==> config.mk <==
export PLATFORM = sky130hd
export DESIGN_NAME = rtc_slave
export DESIGN_NICKNAME = d
export VERILOG_FILES = /design/src/soc_pkg.sv /design/src/rtc_slave.sv
export SDC_FILE = /design/constraint.sdc
export NUM_CORES = 1
export LEC_CHECK = 0
export BUFFER_PORTS_ARGS = -buffer_cell sky130_fd_sc_hd__buf_4
export CAP_MARGIN = 25
export CORE_MARGIN = 4
export CORE_UTILIZATION = 57
export DETAILED_ROUTE_END_ITERATION = 12
export PLACE_DENSITY_LB_ADDON = 0.1
export SETUP_SLACK_MARGIN = 0.4
export SYNTH_ARGS = -nofsm -noshare
export SYNTH_HDL_FRONTEND = slang
export SYNTH_SLANG_ARGS = --single-unit
==> constraint.sdc <==
create_clock -name clk -period 3.11 [get_ports clk]
set_input_delay 0.1555 -clock clk [delete_from_list [all_inputs] [get_ports clk]]
set_output_delay 0.1555 -clock clk [all_outputs]
set_load 0.01 [all_outputs]
==> src/soc_pkg.sv <==
package soc_pkg;

	// bus widths
	localparam int ADDR_W = 32;
	localparam int DATA_W = 32;
	localparam int STRB_W = DATA_W / 8;
	localparam int RESP_W = 2;

	// response codes
	localparam logic [RESP_W-1:0] RESP_OKAY   = 2'd0;
	localparam logic [RESP_W-1:0] RESP_SLVERR = 2'd2;
	localparam logic [RESP_W-1:0] RESP_DECERR = 2'd3;

	// address map
	// sram size comes from the SRAM_WORDS parameter, not from here
	localparam logic [ADDR_W-1:0] SRAM_BASE = 32'h8000_0000;

	// rtc region, low word at offset 0, high word at offset 4
	localparam logic [ADDR_W-1:0] RTC_BASE = 32'hA000_0048;
	localparam logic [ADDR_W-1:0] RTC_SIZE = 32'd8;

endpackage
==> src/rtc_slave.sv <==
module rtc_slave #(
	parameter int RTC_DIV = 4
) (
	input  logic                        clk,
	input  logic                        rst,
	input  logic [soc_pkg::ADDR_W-1:0] araddr,
	input  logic                        arvalid,
	output logic                        arready,
	output logic [soc_pkg::DATA_W-1:0] rdata,
	output logic [soc_pkg::RESP_W-1:0] rresp,
	output logic                        rvalid,
	input  logic                        rready
);
	import soc_pkg::*;

	localparam int PRE_W = (RTC_DIV > 1) ? $clog2(RTC_DIV) : 1;

	logic [PRE_W-1:0]  pre_cnt;
	logic              pre_wrap;
	logic [63:0]       ticks;
	logic [ADDR_W-1:0] rd_off;
	logic              rd_fire;

	// prescaler, one tick every RTC_DIV clocks
	assign pre_wrap = (pre_cnt == PRE_W'(RTC_DIV - 1));

	always_ff @(posedge clk) begin
		if (rst) begin
			pre_cnt <= '0;
			ticks <= '0;
		end else if (pre_wrap) begin
			pre_cnt <= '0;
			ticks <= ticks + 64'd1;
		end else begin
			pre_cnt <= pre_cnt + PRE_W'(1);
		end
	end

	assign rd_off = araddr - RTC_BASE;
	assign arready = arvalid && !rvalid;
	assign rd_fire = arvalid && arready;
	assign rresp = RESP_OKAY;

	always_ff @(posedge clk) begin
		if (rst)
			rvalid <= 1'b0;
		else if (rd_fire)
			rvalid <= 1'b1;
		else if (rready)
			rvalid <= 1'b0;
	end

	// offset 4 is the high word, anything else reads low
	always_ff @(posedge clk) begin
		if (rd_fire) begin
			if (rd_off == ADDR_W'(4))
				rdata <= ticks[63:32];
			else
				rdata <= ticks[31:0];
		end
	end

endmodule

# After elaboration in Yosys (flattened, before gate mapping)
# Cells that the tools add are included.
# totals
register_bits	99
input_bits	36
out_inout_bits	36
wordCells	17
# classes
addsub	3
n_eq_ne	2
n_mux	3
reduce_logical	5
# ops
op	n
adder 64 x 1 -> 64 bit (second input constant)	1
== test 32 x 3 -> 1 bit (second input constant)	1
2-to-1 mux 32 bit	1
subtractor 32 bit (second input constant)	1
adder 2 x 1 -> 2 bit (second input constant)	1
== test 2 bit (second input constant)	1
logical AND 1 bit	2
2-to-1 mux 1 bit	2
nonzero test 2 bit	1
OR reduction 2 bit	1
zero test 1 bit	1

# Depth between registers and ports, before layout
# depth
word_depth	4
ltp_mapped	11
depth_no_buf	9

# Worst setup path after synthesis
# Ideal clock, no wire load.
# synth_timing
path_type	in2reg
from	in araddr[3] (netlist bit)
to	reg rdata[10] (netlist bit) (data pin)
setup_time_ps	260
arrival_ps	2368
t_required_ps	2850
path_slack_ps	482
cell_stages	10
n_path_buf	1
path_cell_list	inv_1 -> ha_1 -> nand2b_4 -> or4_1 -> a21oi_1 -> a21oi_1 -> a211o_1 -> nor4_4 -> buf_8 -> mux2_4
# synth_between
elab_chain_len	3
# synth_lines
element	line	text
start, declared	rtc_slave.sv:6	input logic [soc_pkg::ADDR_W-1:0] araddr,
subtractor 32 bit	rtc_slave.sv:39	assign rd_off = araddr - RTC_BASE;
== test 32 x 3 -> 1 bit	rtc_slave.sv:56	if (rd_off == ADDR_W'(4))
2-to-1 mux 32 bit	rtc_slave.sv:56	
end signal, assigned	rtc_slave.sv:57	rdata <= ticks[63:32];
end signal, assigned	rtc_slave.sv:59	rdata <= ticks[31:0];
end, declared	rtc_slave.sv:9	output logic [soc_pkg::DATA_W-1:0] rdata,
# Every way passes these cells.
# A chain may end at the register's enable or synchronous reset.

# Worst setup path after layout
# layout_timing
from	reg pre_cnt[0]
to	reg ticks[59]
# layout_between
elab_chain_len	1
# layout_lines
element	line	text
start, declared	rtc_slave.sv:18	logic [PRE_W-1:0] pre_cnt;
start signal, assigned	rtc_slave.sv:35	pre_cnt <= pre_cnt + PRE_W'(1);
== test 2 bit	rtc_slave.sv:25	assign pre_wrap = (pre_cnt == PRE_W'(RTC_DIV - 1));
end signal, assigned	rtc_slave.sv:33	ticks <= ticks + 64'd1;
end, declared	rtc_slave.sv:20	logic [63:0] ticks;
# Every way passes these cells.

==> qor.txt <==
Area grow syn2layout - 16.89%
P per Cell Area - 400.7 nW/um^2
Die Ht - 102.3 um
CP Capture Type - flip-flop
WL/cell - 15.78 um
Routability cong. - 0.8496
Crit-path max cell delay - 0.50 ns
Reg2reg end - ticks[59]
Slew Limit Fails - 0
Area of the die - 10460 sq um
Leak - 2.218 nW
Ys flop type - dfxtp_1
Overflow after GRT - 0
CORE AREA - 8678 sq um
Drt pass-1 iters - 4
R2R Setup Slk - 0.55 ns
Status - finished, final reports clean
Post-synth ARST share - 0%
Cell breakdown of the critical path - ha_2, and3_1, and4_2, nand2b_1, or4_1, buf_4, nor4_2, xnor2_1, nor2_1
Starting Density - 58.38%
Slew headroom - 33.21%
Final critical-path required period - 2.559 ns
Synthesis warning total - 0
Type of the worst min-delay path - in2reg
Largest net degree at the start of global routing - 70
First DRT Iteration DRCs - 135
Vias in the first global route - 3593
Root Buffer Master - clkbuf_8
CP Launch Type - flip-flop
Seq/Total Area, Yosys - 45.44%
Share of cells above drive strength 1 - 26.82%
Cell variety after synth - 57
Clock Skews - 0.01057 ns
H-tree Lvls - 3
Worst Setup Path Type - reg2reg
Syn Area/Cell - 10.49 sq um
Rows - 34
Worst hold endpoint - rvalid
VDD IR-drop max - 284.0 uV
Remaining DRCs - 0
EDFF count, synth - 32
Final setup viols - 0
Total routing usage reported by global routing - 20.80%
CTS tree - yes
Number of CTS-inserted buffers - 9
Final cell count without fillers - 671
HPWL Detailed - 7509 um
Fin Hold WS - 0.07471 ns
R2R cell count - 9
Initial antenna violation count - 0
Ant. Diodes - 0
Max-cap violations - 0
Clock Latency Late Sink - 0.37 ns
Post-synthesis cell area - 5066 sq um
Top Ports - 72
Synthesized instance count - 483
RSZ-0062 raised after global routing - no
Final Hold Fails - 0
Placed cells - 652
Hold depth - 3
Clk sinks - 99
Util after Layout - 68.24%
Vias - 3739
Worst r2r src - pre_cnt[0]
Nets - 597
Worst path slowest cell - or4_1
Vias/cell - 5.572
Fmax - 0.3907 GHz
Hold Path Origin - arvalid
CP arrival - 2.79 ns
Critical path fanouts, max - 15
Yosys reg bits - 99
Worst-Margin Slew - 0.9998 ns
CTS Buffer Depth - 2
Routed Antenna Nets - 0
Clock-pin slew on the worst setup and hold paths - 0.09 ns
Final critical-path share of the clock period - 82.30%
Final wirelength - 10590 um
Port Buf Inserts - 69
First-pass GRT wire length - 17090 um
Die width - 102.3 um
Setup TNS - 0 ns
CP required - 3.34 ns
-- layout by cell type, fill, tap and decap left out, types with 2 or more instances in the layout --
master,n
and3_1,12
nor2b_1,6
inv_1,8
dfxtp_1,67
a211oi_1,3
buf_4,78
nand3_1,19
and2_1,4
xor2_1,33
nand2_1,30
a21oi_1,8
nand4_1,19
nand2b_1,4
or3_1,4
nand2b_4,2
o21ai_0,8
nor4_4,3
mux2_2,3
mux2_4,30
o21a_1,2
nor4_1,7
and4_1,6
conb_1,2
clkbuf_1,2
nor3b_1,3
ha_1,2
o41ai_1,2
edfxtp_1,32
nor4_2,7
clkinvlp_4,3
xnor2_1,27
nor3_4,2
nor2_1,72
clkbuf_8,9
nand4b_1,3
nor3_1,11
or4_1,4
a211o_1,2
-- logic make-up (layout without fill, tap and decap cells) --
| kind of cell | count (synthesis) | count (layout) | synth area share [%] |
|---|---|---|---|
| and+or+nand+nor | 229 | 229 | 26.35 |
| DFF | 99 | 99 | 45.44 |
| xor gates and xnor gates | 60 | 60 | 10.37 |
| muxes | 34 | 34 | 9.755 |
| AOI/OAI and AO/OA | 32 | 32 | 4.396 |
| buffers and inverters | 25 | 104 | 2.865 |
| adders and majority gates | 3 | 3 | 0.7410 |
| other | 1 | 2 | 0.07402 |
-- synthesized netlist by cell type (all sizes together) (7+ instances only) --
cell type	instances	share of area, %
mux2	33	9.6
clkbuf	8	0.59
and3	12	1.5
nor2	72	5.3
nor3	14	1.9
edfxtp	32	19
nor4	17	3.6
nand4	20	2.8
nor2b	7	0.86
xnor2	27	4.7
a21oi	8	0.79
nand2	30	2.2
nand3	19	1.9
inv	8	0.59
and4	8	1.4
o21ai	8	0.79
dfxtp	67	26
buf	9	1.7
xor2	33	5.7
-- state kept, by name, indices dropped and copies added (netlist names) --
register and flops:
rdata 32, pre_cnt 2, ticks 64, rvalid 1
-- layout make-up --
class,instances,area [sq um]
sequential,99,2302
inverter,8,30.03
clock buffer,11,131.4
multi-input combinational,360,2646
timing repair buffer,80,615.6
tap,108,135.1
fill,730,2756
clock inverter,5,61.31
-- layer usage --
metal	wire [um]	global-route usage (%)	part of all wire (%)	up-vias
met5	0	0	0	-
met4	95	5.146	0.90	0
met3	446	5.597	4.2	9
met2	5166	35.23	49	75
met1	4879	26.48	46	1781
li1	-	-	-	1874
-- worst max-delay path by stage --
stage | startpoint | to | slack (ns) | depth (start not counted)
floorplan | araddr[3] | rdata[10] | 0.48 | 10
global placement | araddr[3] | rdata[31] | 0.21 | 11
detailed placement | araddr[3] | rdata[31] | 0.17 | 11
CTS | pre_cnt[0] | ticks[63] | 0.40 | 9
global route | pre_cnt[0] | ticks[51] | 0.42 | 9
finish | pre_cnt[0] | ticks[59] | 0.55 | 9
-- critical path: cells and delay by family, from the launching register on --
kind | cells | cell delay (ns)
XOR/XNOR | 1 | 0.16
buffers and inverters | 1 | 0.22
flip-flops | 1 | 0.35
AND/OR/NAND/NOR | 6 | 1.43
adder cells (fa/ha/maj) | 1 | 0.26
-- stage by stage --
| step | area, sq um | worst slack, ns | power [mW] |
|---|---|---|---|
| floorplan | 5070 | 0.4818 | 1.476 |
| global placement | 5688 | 0.2113 | 1.574 |
| detailed placement | 5688 | 0.1691 | 1.577 |
| CTS | 5891 | 0.4035 | 2.397 |
| global route | 5922 | 0.4231 | 2.468 |
| finish | 5922 | 0.5505 | 2.373 |
-- what timing repair did --
action / CTS / global route
setup buffers: 0 / 2
resized for setup: 0 / 4
endpoints found under the hold margin: 1 / 0
hold buffers: 1 / 0
endpoints found under the setup margin: 0 / 17
-- where the power goes --
part | internal (mW) | leakage [nW] | switching (mW) | total [mW]
registers | 1.36 | 0.859 | 0.0110 | 1.37
clock network | 0.375 | 0.0862 | 0.450 | 0.825
logic | 0.0839 | 1.27 | 0.0946 | 0.179
total | 1.82 | 2.22 | 0.555 | 2.37
(Power assumes the default switching activity.)
