### src/soc_pkg.sv
package soc_pkg;

	// bus widths
	localparam int ADDR_W = 32;
	localparam int DATA_W = 32;
	localparam int STRB_W = DATA_W / 8;
	localparam int RESP_W = 2;

	// response codes
	localparam logic [RESP_W-1:0] RESP_OKAY   = 2'd0;
	localparam logic [RESP_W-1:0] RESP_SLVERR = 2'd2;
	localparam logic [RESP_W-1:0] RESP_DECERR = 2'd3;

	// address map
	// sram size comes from the SRAM_WORDS parameter, not from here
	localparam logic [ADDR_W-1:0] SRAM_BASE = 32'h8000_0000;

	// rtc region, low word at offset 0, high word at offset 4
	localparam logic [ADDR_W-1:0] RTC_BASE = 32'hA000_0048;
	localparam logic [ADDR_W-1:0] RTC_SIZE = 32'd8;

endpackage
### src/axi_xbar.sv
module axi_xbar #(
	parameter int SRAM_WORDS = 256
) (
	input  logic                        clk,
	input  logic                        rst,
	// master side
	input  logic [soc_pkg::ADDR_W-1:0] araddr,
	input  logic                        arvalid,
	output logic                        arready,
	output logic [soc_pkg::DATA_W-1:0] rdata,
	output logic [soc_pkg::RESP_W-1:0] rresp,
	output logic                        rvalid,
	input  logic                        rready,
	input  logic [soc_pkg::ADDR_W-1:0] awaddr,
	input  logic                        awvalid,
	output logic                        awready,
	input  logic [soc_pkg::DATA_W-1:0] wdata,
	input  logic [soc_pkg::STRB_W-1:0] wstrb,
	input  logic                        wvalid,
	output logic                        wready,
	output logic [soc_pkg::RESP_W-1:0] bresp,
	output logic                        bvalid,
	input  logic                        bready,
	// sram side
	output logic [soc_pkg::ADDR_W-1:0] soc_araddr,
	output logic                        soc_arvalid,
	input  logic                        soc_arready,
	input  logic [soc_pkg::DATA_W-1:0] soc_rdata,
	input  logic [soc_pkg::RESP_W-1:0] soc_rresp,
	input  logic                        soc_rvalid,
	output logic                        soc_rready,
	output logic [soc_pkg::ADDR_W-1:0] soc_awaddr,
	output logic                        soc_awvalid,
	input  logic                        soc_awready,
	output logic [soc_pkg::DATA_W-1:0] soc_wdata,
	output logic [soc_pkg::STRB_W-1:0] soc_wstrb,
	output logic                        soc_wvalid,
	input  logic                        soc_wready,
	input  logic [soc_pkg::RESP_W-1:0] soc_bresp,
	input  logic                        soc_bvalid,
	output logic                        soc_bready,
	// rtc side, read only
	output logic [soc_pkg::ADDR_W-1:0] rtc_araddr,
	output logic                        rtc_arvalid,
	input  logic                        rtc_arready,
	input  logic [soc_pkg::DATA_W-1:0] rtc_rdata,
	input  logic [soc_pkg::RESP_W-1:0] rtc_rresp,
	input  logic                        rtc_rvalid,
	output logic                        rtc_rready
);
	import soc_pkg::*;

	localparam logic [1:0] IDLE       = 2'd0;
	localparam logic [1:0] HANDLE_SOC = 2'd1;
	localparam logic [1:0] HANDLE_RTC = 2'd2;
	localparam logic [1:0] LOCAL_ERR  = 2'd3;

	localparam logic [ADDR_W-1:0] SRAM_END = SRAM_BASE + ADDR_W'(4 * SRAM_WORDS);

	logic [1:0]        state;
	logic [1:0]        next_state;
	logic              is_write;
	logic              dec_write;
	logic [RESP_W-1:0] err_code;
	logic [RESP_W-1:0] dec_err;
	// local error path has taken the address, response is due
	logic              err_acc;

	function automatic logic in_sram(input logic [ADDR_W-1:0] addr);
		return (addr >= SRAM_BASE) && (addr < SRAM_END);
	endfunction

	function automatic logic in_rtc(input logic [ADDR_W-1:0] addr);
		return (addr >= RTC_BASE) && (addr < RTC_BASE + RTC_SIZE);
	endfunction

	// decode of the pending request, reads win
	always_comb begin
		next_state = state;
		dec_write = is_write;
		dec_err = err_code;
		case (state)
			IDLE: begin
				if (arvalid) begin
					dec_write = 1'b0;
					dec_err = RESP_DECERR;
					if (in_rtc(araddr))
						next_state = HANDLE_RTC;
					else if (in_sram(araddr))
						next_state = HANDLE_SOC;
					else
						next_state = LOCAL_ERR;
				end else if (awvalid && wvalid) begin
					dec_write = 1'b1;
					if (in_rtc(awaddr)) begin
						// clock is read only
						dec_err = RESP_SLVERR;
						next_state = LOCAL_ERR;
					end else if (in_sram(awaddr)) begin
						dec_err = RESP_DECERR;
						next_state = HANDLE_SOC;
					end else begin
						dec_err = RESP_DECERR;
						next_state = LOCAL_ERR;
					end
				end
			end
			HANDLE_SOC: begin
				if (is_write ? (soc_bvalid && bready) : (soc_rvalid && rready))
					next_state = IDLE;
			end
			HANDLE_RTC: begin
				if (rtc_rvalid && rready)
					next_state = IDLE;
			end
			default: begin
				if (err_acc && (is_write ? bready : rready))
					next_state = IDLE;
			end
		endcase
	end

	always_ff @(posedge clk) begin
		if (rst) begin
			state <= IDLE;
			is_write <= 1'b0;
			err_code <= RESP_OKAY;
			err_acc <= 1'b0;
		end else begin
			state <= next_state;
			is_write <= dec_write;
			err_code <= dec_err;
			err_acc <= (state == LOCAL_ERR);
		end
	end

	// routing, anything not selected stays at zero
	always_comb begin
		arready = 1'b0;
		rdata = '0;
		rresp = RESP_OKAY;
		rvalid = 1'b0;
		awready = 1'b0;
		wready = 1'b0;
		bresp = RESP_OKAY;
		bvalid = 1'b0;
		soc_araddr = '0;
		soc_arvalid = 1'b0;
		soc_rready = 1'b0;
		soc_awaddr = '0;
		soc_awvalid = 1'b0;
		soc_wdata = '0;
		soc_wstrb = '0;
		soc_wvalid = 1'b0;
		soc_bready = 1'b0;
		rtc_araddr = '0;
		rtc_arvalid = 1'b0;
		rtc_rready = 1'b0;
		case (state)
			HANDLE_SOC: begin
				if (is_write) begin
					soc_awaddr = awaddr;
					soc_awvalid = awvalid;
					awready = soc_awready;
					soc_wdata = wdata;
					soc_wstrb = wstrb;
					soc_wvalid = wvalid;
					wready = soc_wready;
					bresp = soc_bresp;
					bvalid = soc_bvalid;
					soc_bready = bready;
				end else begin
					soc_araddr = araddr;
					soc_arvalid = arvalid;
					arready = soc_arready;
					rdata = soc_rdata;
					rresp = soc_rresp;
					rvalid = soc_rvalid;
					soc_rready = rready;
				end
			end
			HANDLE_RTC: begin
				rtc_araddr = araddr;
				rtc_arvalid = arvalid;
				arready = rtc_arready;
				rdata = rtc_rdata;
				rresp = rtc_rresp;
				rvalid = rtc_rvalid;
				rtc_rready = rready;
			end
			LOCAL_ERR: begin
				// take the request first, answer the cycle after
				if (is_write) begin
					awready = !err_acc;
					wready = !err_acc;
					bvalid = err_acc;
					bresp = err_code;
				end else begin
					arready = !err_acc;
					rvalid = err_acc;
					rresp = err_code;
				end
			end
			default: begin
			end
		endcase
	end

	a_one_slave_read: assert property (@(posedge clk) disable iff (rst)
		!(soc_arvalid && rtc_arvalid))
		else $error("read request sent to both slaves");

	a_one_response: assert property (@(posedge clk) disable iff (rst)
		!(rvalid && bvalid))
		else $error("read and write responses at once");

endmodule

### config.mk
export PLATFORM = sky130hd
export DESIGN_NAME = axi_xbar
export DESIGN_NICKNAME = d
export VERILOG_FILES = /design/src/soc_pkg.sv /design/src/axi_xbar.sv
export SDC_FILE = /design/constraint.sdc
export NUM_CORES = 1
export LEC_CHECK = 0
export BUFFER_PORTS_ARGS = -buffer_cell sky130_fd_sc_hd__buf_2
export CORE_AREA = 2 2 142 144
export DETAILED_ROUTE_END_ITERATION = 6
export DIE_AREA = 0 0 144 146
export GPL_ROUTABILITY_DRIVEN = 0
export PLACE_DENSITY = 0.49
export SLEW_MARGIN = 20
export SYNTH_ARGS = -nofsm -noshare
export SYNTH_HDL_FRONTEND = slang
export SYNTH_SLANG_ARGS = --single-unit
### constraint.sdc
create_clock -name clk -period 2.85 [get_ports clk]
set_clock_uncertainty 0.15 [all_clocks]
set_input_delay 0.4275 -clock clk [delete_from_list [all_inputs] [get_ports clk]]
set_output_delay 0.4275 -clock clk [all_outputs]
set_load 0.02 [all_outputs]
## Word level (Yosys, flattened, before mapping)

Cells that the tools add are included.

| word-level totals | value |
|---|---|
| output and inout bits | 180 |
| bits in registers | 6 |

| operators by class | value |
|---|---|
| reduce and logical (&&, ||, !) cells | 15 |
| eq/ne operators | 6 |
| mux-type cells | 60 |
| $lt $le $gt $ge | 8 |

Operators with widths:

| operator | count |
|---|---|
| two-way mux 32 bit | 8 |
| >= comparator 32 bit, second input constant | 4 |
| less-than comparator 32 bit, second input constant | 4 |
| one-hot mux 32 bit (2 select lines) | 1 |
| two-way mux 2 bit | 15 |
| two-way mux 1 bit | 26 |
| one-hot mux 2 bit (3 select lines) | 2 |
| logical AND 1 bit | 9 |
| two-way mux 4 bit | 2 |
| one-hot mux 1 bit (2 select lines) | 3 |
| one-hot mux 1 bit (3 select lines) | 2 |
| equality test 2 bit, second input constant | 2 |
| inequality test 2 bit, second input constant | 2 |
| one-hot mux 2 bit (2 select lines) | 1 |
| AND reduction 4 bit | 1 |
| nonzero test 4 bit | 1 |
| inequality test 3 bit, second input constant | 1 |
| equality test 2 x 1 -> 1 bit, second input constant | 1 |
| logical NOT 2 bit | 1 |
| AND reduction 2 bit | 1 |
| nonzero test 2 bit | 1 |
| logical NOT 1 bit | 1 |

## Longest topological paths before layout

| logic depth | value |
|---|---|
| word-level depth | 7 |
| depth in mapped cells | 7 |
| depth with buffers taken out | 6 |

## Least setup slack after synthesis

OpenSTA, ideal clock, no wires.

| timing path | value |
|---|---|
| path type | reg2out |
| from | register state[1] |
| to | output rdata[0] (netlist bit) |
| cell stages (with the launch flop) | 8 |
| data arrival time | 1549 ps |
| slack | 724 ps |
| buffers on the path | 2 |
| data required time | 2273 ps |
| cell sequence | dfxtp_1 -> inv_1 -> ha_1 -> nor2b_4 -> buf_6 -> clkbuf_1 -> a22oi_1 -> nor2b_1 |

| on the way | value |
|---|---|
| word-level cells in the longest chain between the ends | 2 |
| elaborated cells between the ends (all ways) | 3 |
| those cells by class | 2 x eq/ne; 1 x mux |

RTL lines:

| element | line | text |
|---|---|---|
| start: declaration | axi_xbar.sv:60 | `logic [1:0] state;` |
| start signal: assignment | axi_xbar.sv:130 | `state <= next_state;` |
| equality test 2 bit or equality test 2 x 1 -> 1 bit (tied branches) | axi_xbar.sv:159 | `case (state)` |
| one-hot mux 32 bit (2 select lines) (*) | axi_xbar.sv:159 |  |
| end: declaration | axi_xbar.sv:10 | `output logic [soc_pkg::DATA_W-1:0] rdata,` |

Every way passes the cells marked *; elsewhere a longest branch is shown, timed or not.

## Final worst setup path

| timing path | value |
|---|---|
| from | register state[0] |
| to | output rdata[6] (netlist bit) |

The elaborated chain is that of the path after synthesis.

==> flow_summary_export.csv <==
group,metric,value,unit
worst_setup_path,max_stage_delay,510,ps
placement,place_area,4170,µm²
worst_setup_path,worstSetupPathType,"flip-flop to output port",
power,power,2.60,mW
global_route,grt_pass1_vias,3337,
worst_setup_path,crit_arrival,1960,ps
die,die_area,21000,µm²
cts,cts.sinks,6,
sta,max_freq,0.394,GHz
layout,postLayoutCellArea,4240,µm²
synthesis,synth_edf_count,0,
layout,seq_area,121,µm²
routing,dr.first_iter.drc_count,150,
synthesis,yosys.area.top_type,"and3_1",
routing,drc,0,
worst_setup_path,end_kind,"output port",
layout,final.fill_count,2222,
worst_hold_path,min_path_type,"input port to flip-flop",
die,chipWidth,144,µm
cts,clk_latency,230,ps
die,die_y,146,µm
cts,cts_root_buffer,"clkbuf_16",
run_status,status,"finished clean",
synthesis,synth.cell_area,2110,µm²
cts,cts.clk_slew.worst_paths,30,ps
placement,portBuffers,363,
cts,htree_levels,1,
sta,whs,307,ps
sta,setup_viol,0,
sta,slew_violations,0,
die,io_pins,364,
synthesis,synth_seq_cells,6,
cts,cts_buffers,3,
synthesis,synth_cell_type_count,31,
synthesis,yosysMostFrequentCell,"and3_1",
die,core,19300,µm²
cts,cts_resized,0,
worst_setup_path,path_max_fanout,32,
power,ir_worst_vdd,0.275,mV
job,cap_violations,0,
power,total_leakage_power,2.68,nW
worst_setup_path,crit_chain,"inv_1 > ha_2 > buf_4 > a22oi_1 > nor2b_1 > buf_2",
synthesis,synth_area_leaders,"and3_1 21%, and2_1 21%, a22oi_1 12%",
synthesis,synth_top_area_share,21.1,%
global_route,grt_busiest_layer,"met2",
sta,setup_tns,0,ps
sta,finalCriticalPeriod,2540,ps
routing,dr.pass1.iters,4,
layout,final_nets,855,
worst_setup_path,cp-startpoint,"state[0]$_SDFFE_PP0P_",
routing,vias,3649,
cts,clockBufferDepth,2,
die,num_rows,51,
synthesis,synth_nets,516,
synthesis,synth_ff_type,"dfxtp_1",
synthesis,syn_inst,328,
synthesis,synth_warnings,0,
global_route,grt_pass1_wl,18.3,mm
worst_setup_path,rr_startpoint,"state[0]$_SDFFE_PP0P_",
global_route,met1_usage,13.4,%
routing,ant_nets,0,
worst_setup_path,cp_slowest_cell,"ha_2",
worst_setup_path,cp.required,2270,ps
worst_hold_path,worstHoldStart,"rst",
sta,rsz0062_at_grt,"no",
cts,postCtsSetupRepairBufs,0,
layout,area_growth,101,%
synthesis,syn_avg_cell_area,6.43,µm²
power,p_per_area,612,nW/µm²
global_route,gr-usage-met2,21.5,%
routing,viasPerCell,3.92,
synthesis,synth-async-reset-ratio,0,%
sta,slew_headroom,47.9,%
sta,final_hold_viol_count,0,
worst_setup_path,critPathLaunchType,"flip-flop",
cts,hold_buffers,0,
synthesis,ys_seq_area_share,5.70,%
global_route,grt_overflow,0,
layout,insertedDiodeCount,0,
layout,multi_input_area,1820,µm²
routing,routed_wl,13.2,mm
synthesis,yosys-top-cells-count,"71 x and3_1, 70 x and2_1, 38 x nor2b_1",
sta,worstMarginPinSlew,762,ps
die,initial_utilization,10.9,%
sta,min_period_over_period,89.1,%
cts,cts_tree,"done",
global_route,antenna_found_initial,1,
global_route,grtUsageMet3,1.35,%
global_route,grt.total_usage,11.1,%
layout,layout-drive-gt1-share,56.8,%
global_route,grt_max_degree,78,
placement,place_hpwl,11.2,mm
routing,wl_per_cell,14.2,µm
[cell type report]
cell class / count / area share (%)
inverters: 4 / 0.354
repair buffers: 371 / 44.2
flip-flops and latches: 6 / 2.86
multi-input cells: 281 / 43.0
well taps: 265 / 7.81
clock buffers: 3 / 1.77
[flip-flops by register name, summed over array words and instances (netlist names)]
name / count
err_acc: 1
state: 2
is_write: 1
err_code: 2
[power by group]
group	switching (mW)	leakage (nW)	internal (mW)
logic	1.39	2.59	0.838
clock network	0.0475	0.0370	0.180
registers	0.0309	0.0500	0.112
[placed cells by master (no fill, tap or decap), types with 5 or more instances in the layout]
cell type,n
buf_2,363
and3_1,71
and2_1,70
nor2b_1,38
a22oi_1,34
nor2_1,12
nand2_1,9
nor4_1,9
buf_4,8
dfxtp_1,5
[logic make-up after synthesis]
logic type,count (synthesis),share of synthesized area [%]
flip-flops,6,5.70
AND/OR/NAND/NOR,225,65.0
buffers and inverters,41,8.01
AO/OA/AOI/OAI,52,18.9
adder cells (fa/ha/maj),4,2.37
[worst max-delay path, delay by kind of cell, from the launching register on]
| kind | cells | cell delay (ps) |
|---|---|---|
| buf+inv | 3 | 630 |
| compound gates | 1 | 140 |
| fa+ha+maj | 1 | 510 |
| simple gates | 1 | 120 |
| flops | 1 | 320 |
[through the flow]
stage          setup WS, ps  utilization, %  instances
2_1_floorplan           724               -        328
3_3_place_gp            507            21.6        927
3_5_place_dp            479            21.6        927
4_1_cts                 251            22.0        930
5_1_grt                 101            22.0        930
6_report                310            22.0        930
[metal layers]
metal / vias up / part of all wire [%] / routed length, µm
li1: 1846 / - / -
met1: 1599 / 40 / 5340
met2: 198 / 52 / 6860
met3: 4 / 7.7 / 1020
met4: 2 / 0.14 / 18
met5: - / 0.12 / 16
[final timing paths]
| check | cells after the start | end | slack, ps |
|---|---|---|---|
| max reg2reg | 7 | state[0]$_SDFFE_PP0P_ | 610 |
| max | 6 | rdata[6] | 310 |
| min reg2reg | 2 | err_code[1]$_SDFFE_PP0P_ | 380 |
| min | 2 | err_code[1]$_SDFFE_PP0P_ | 310 |
Note: power is estimated with default switching activity, not from simulation.
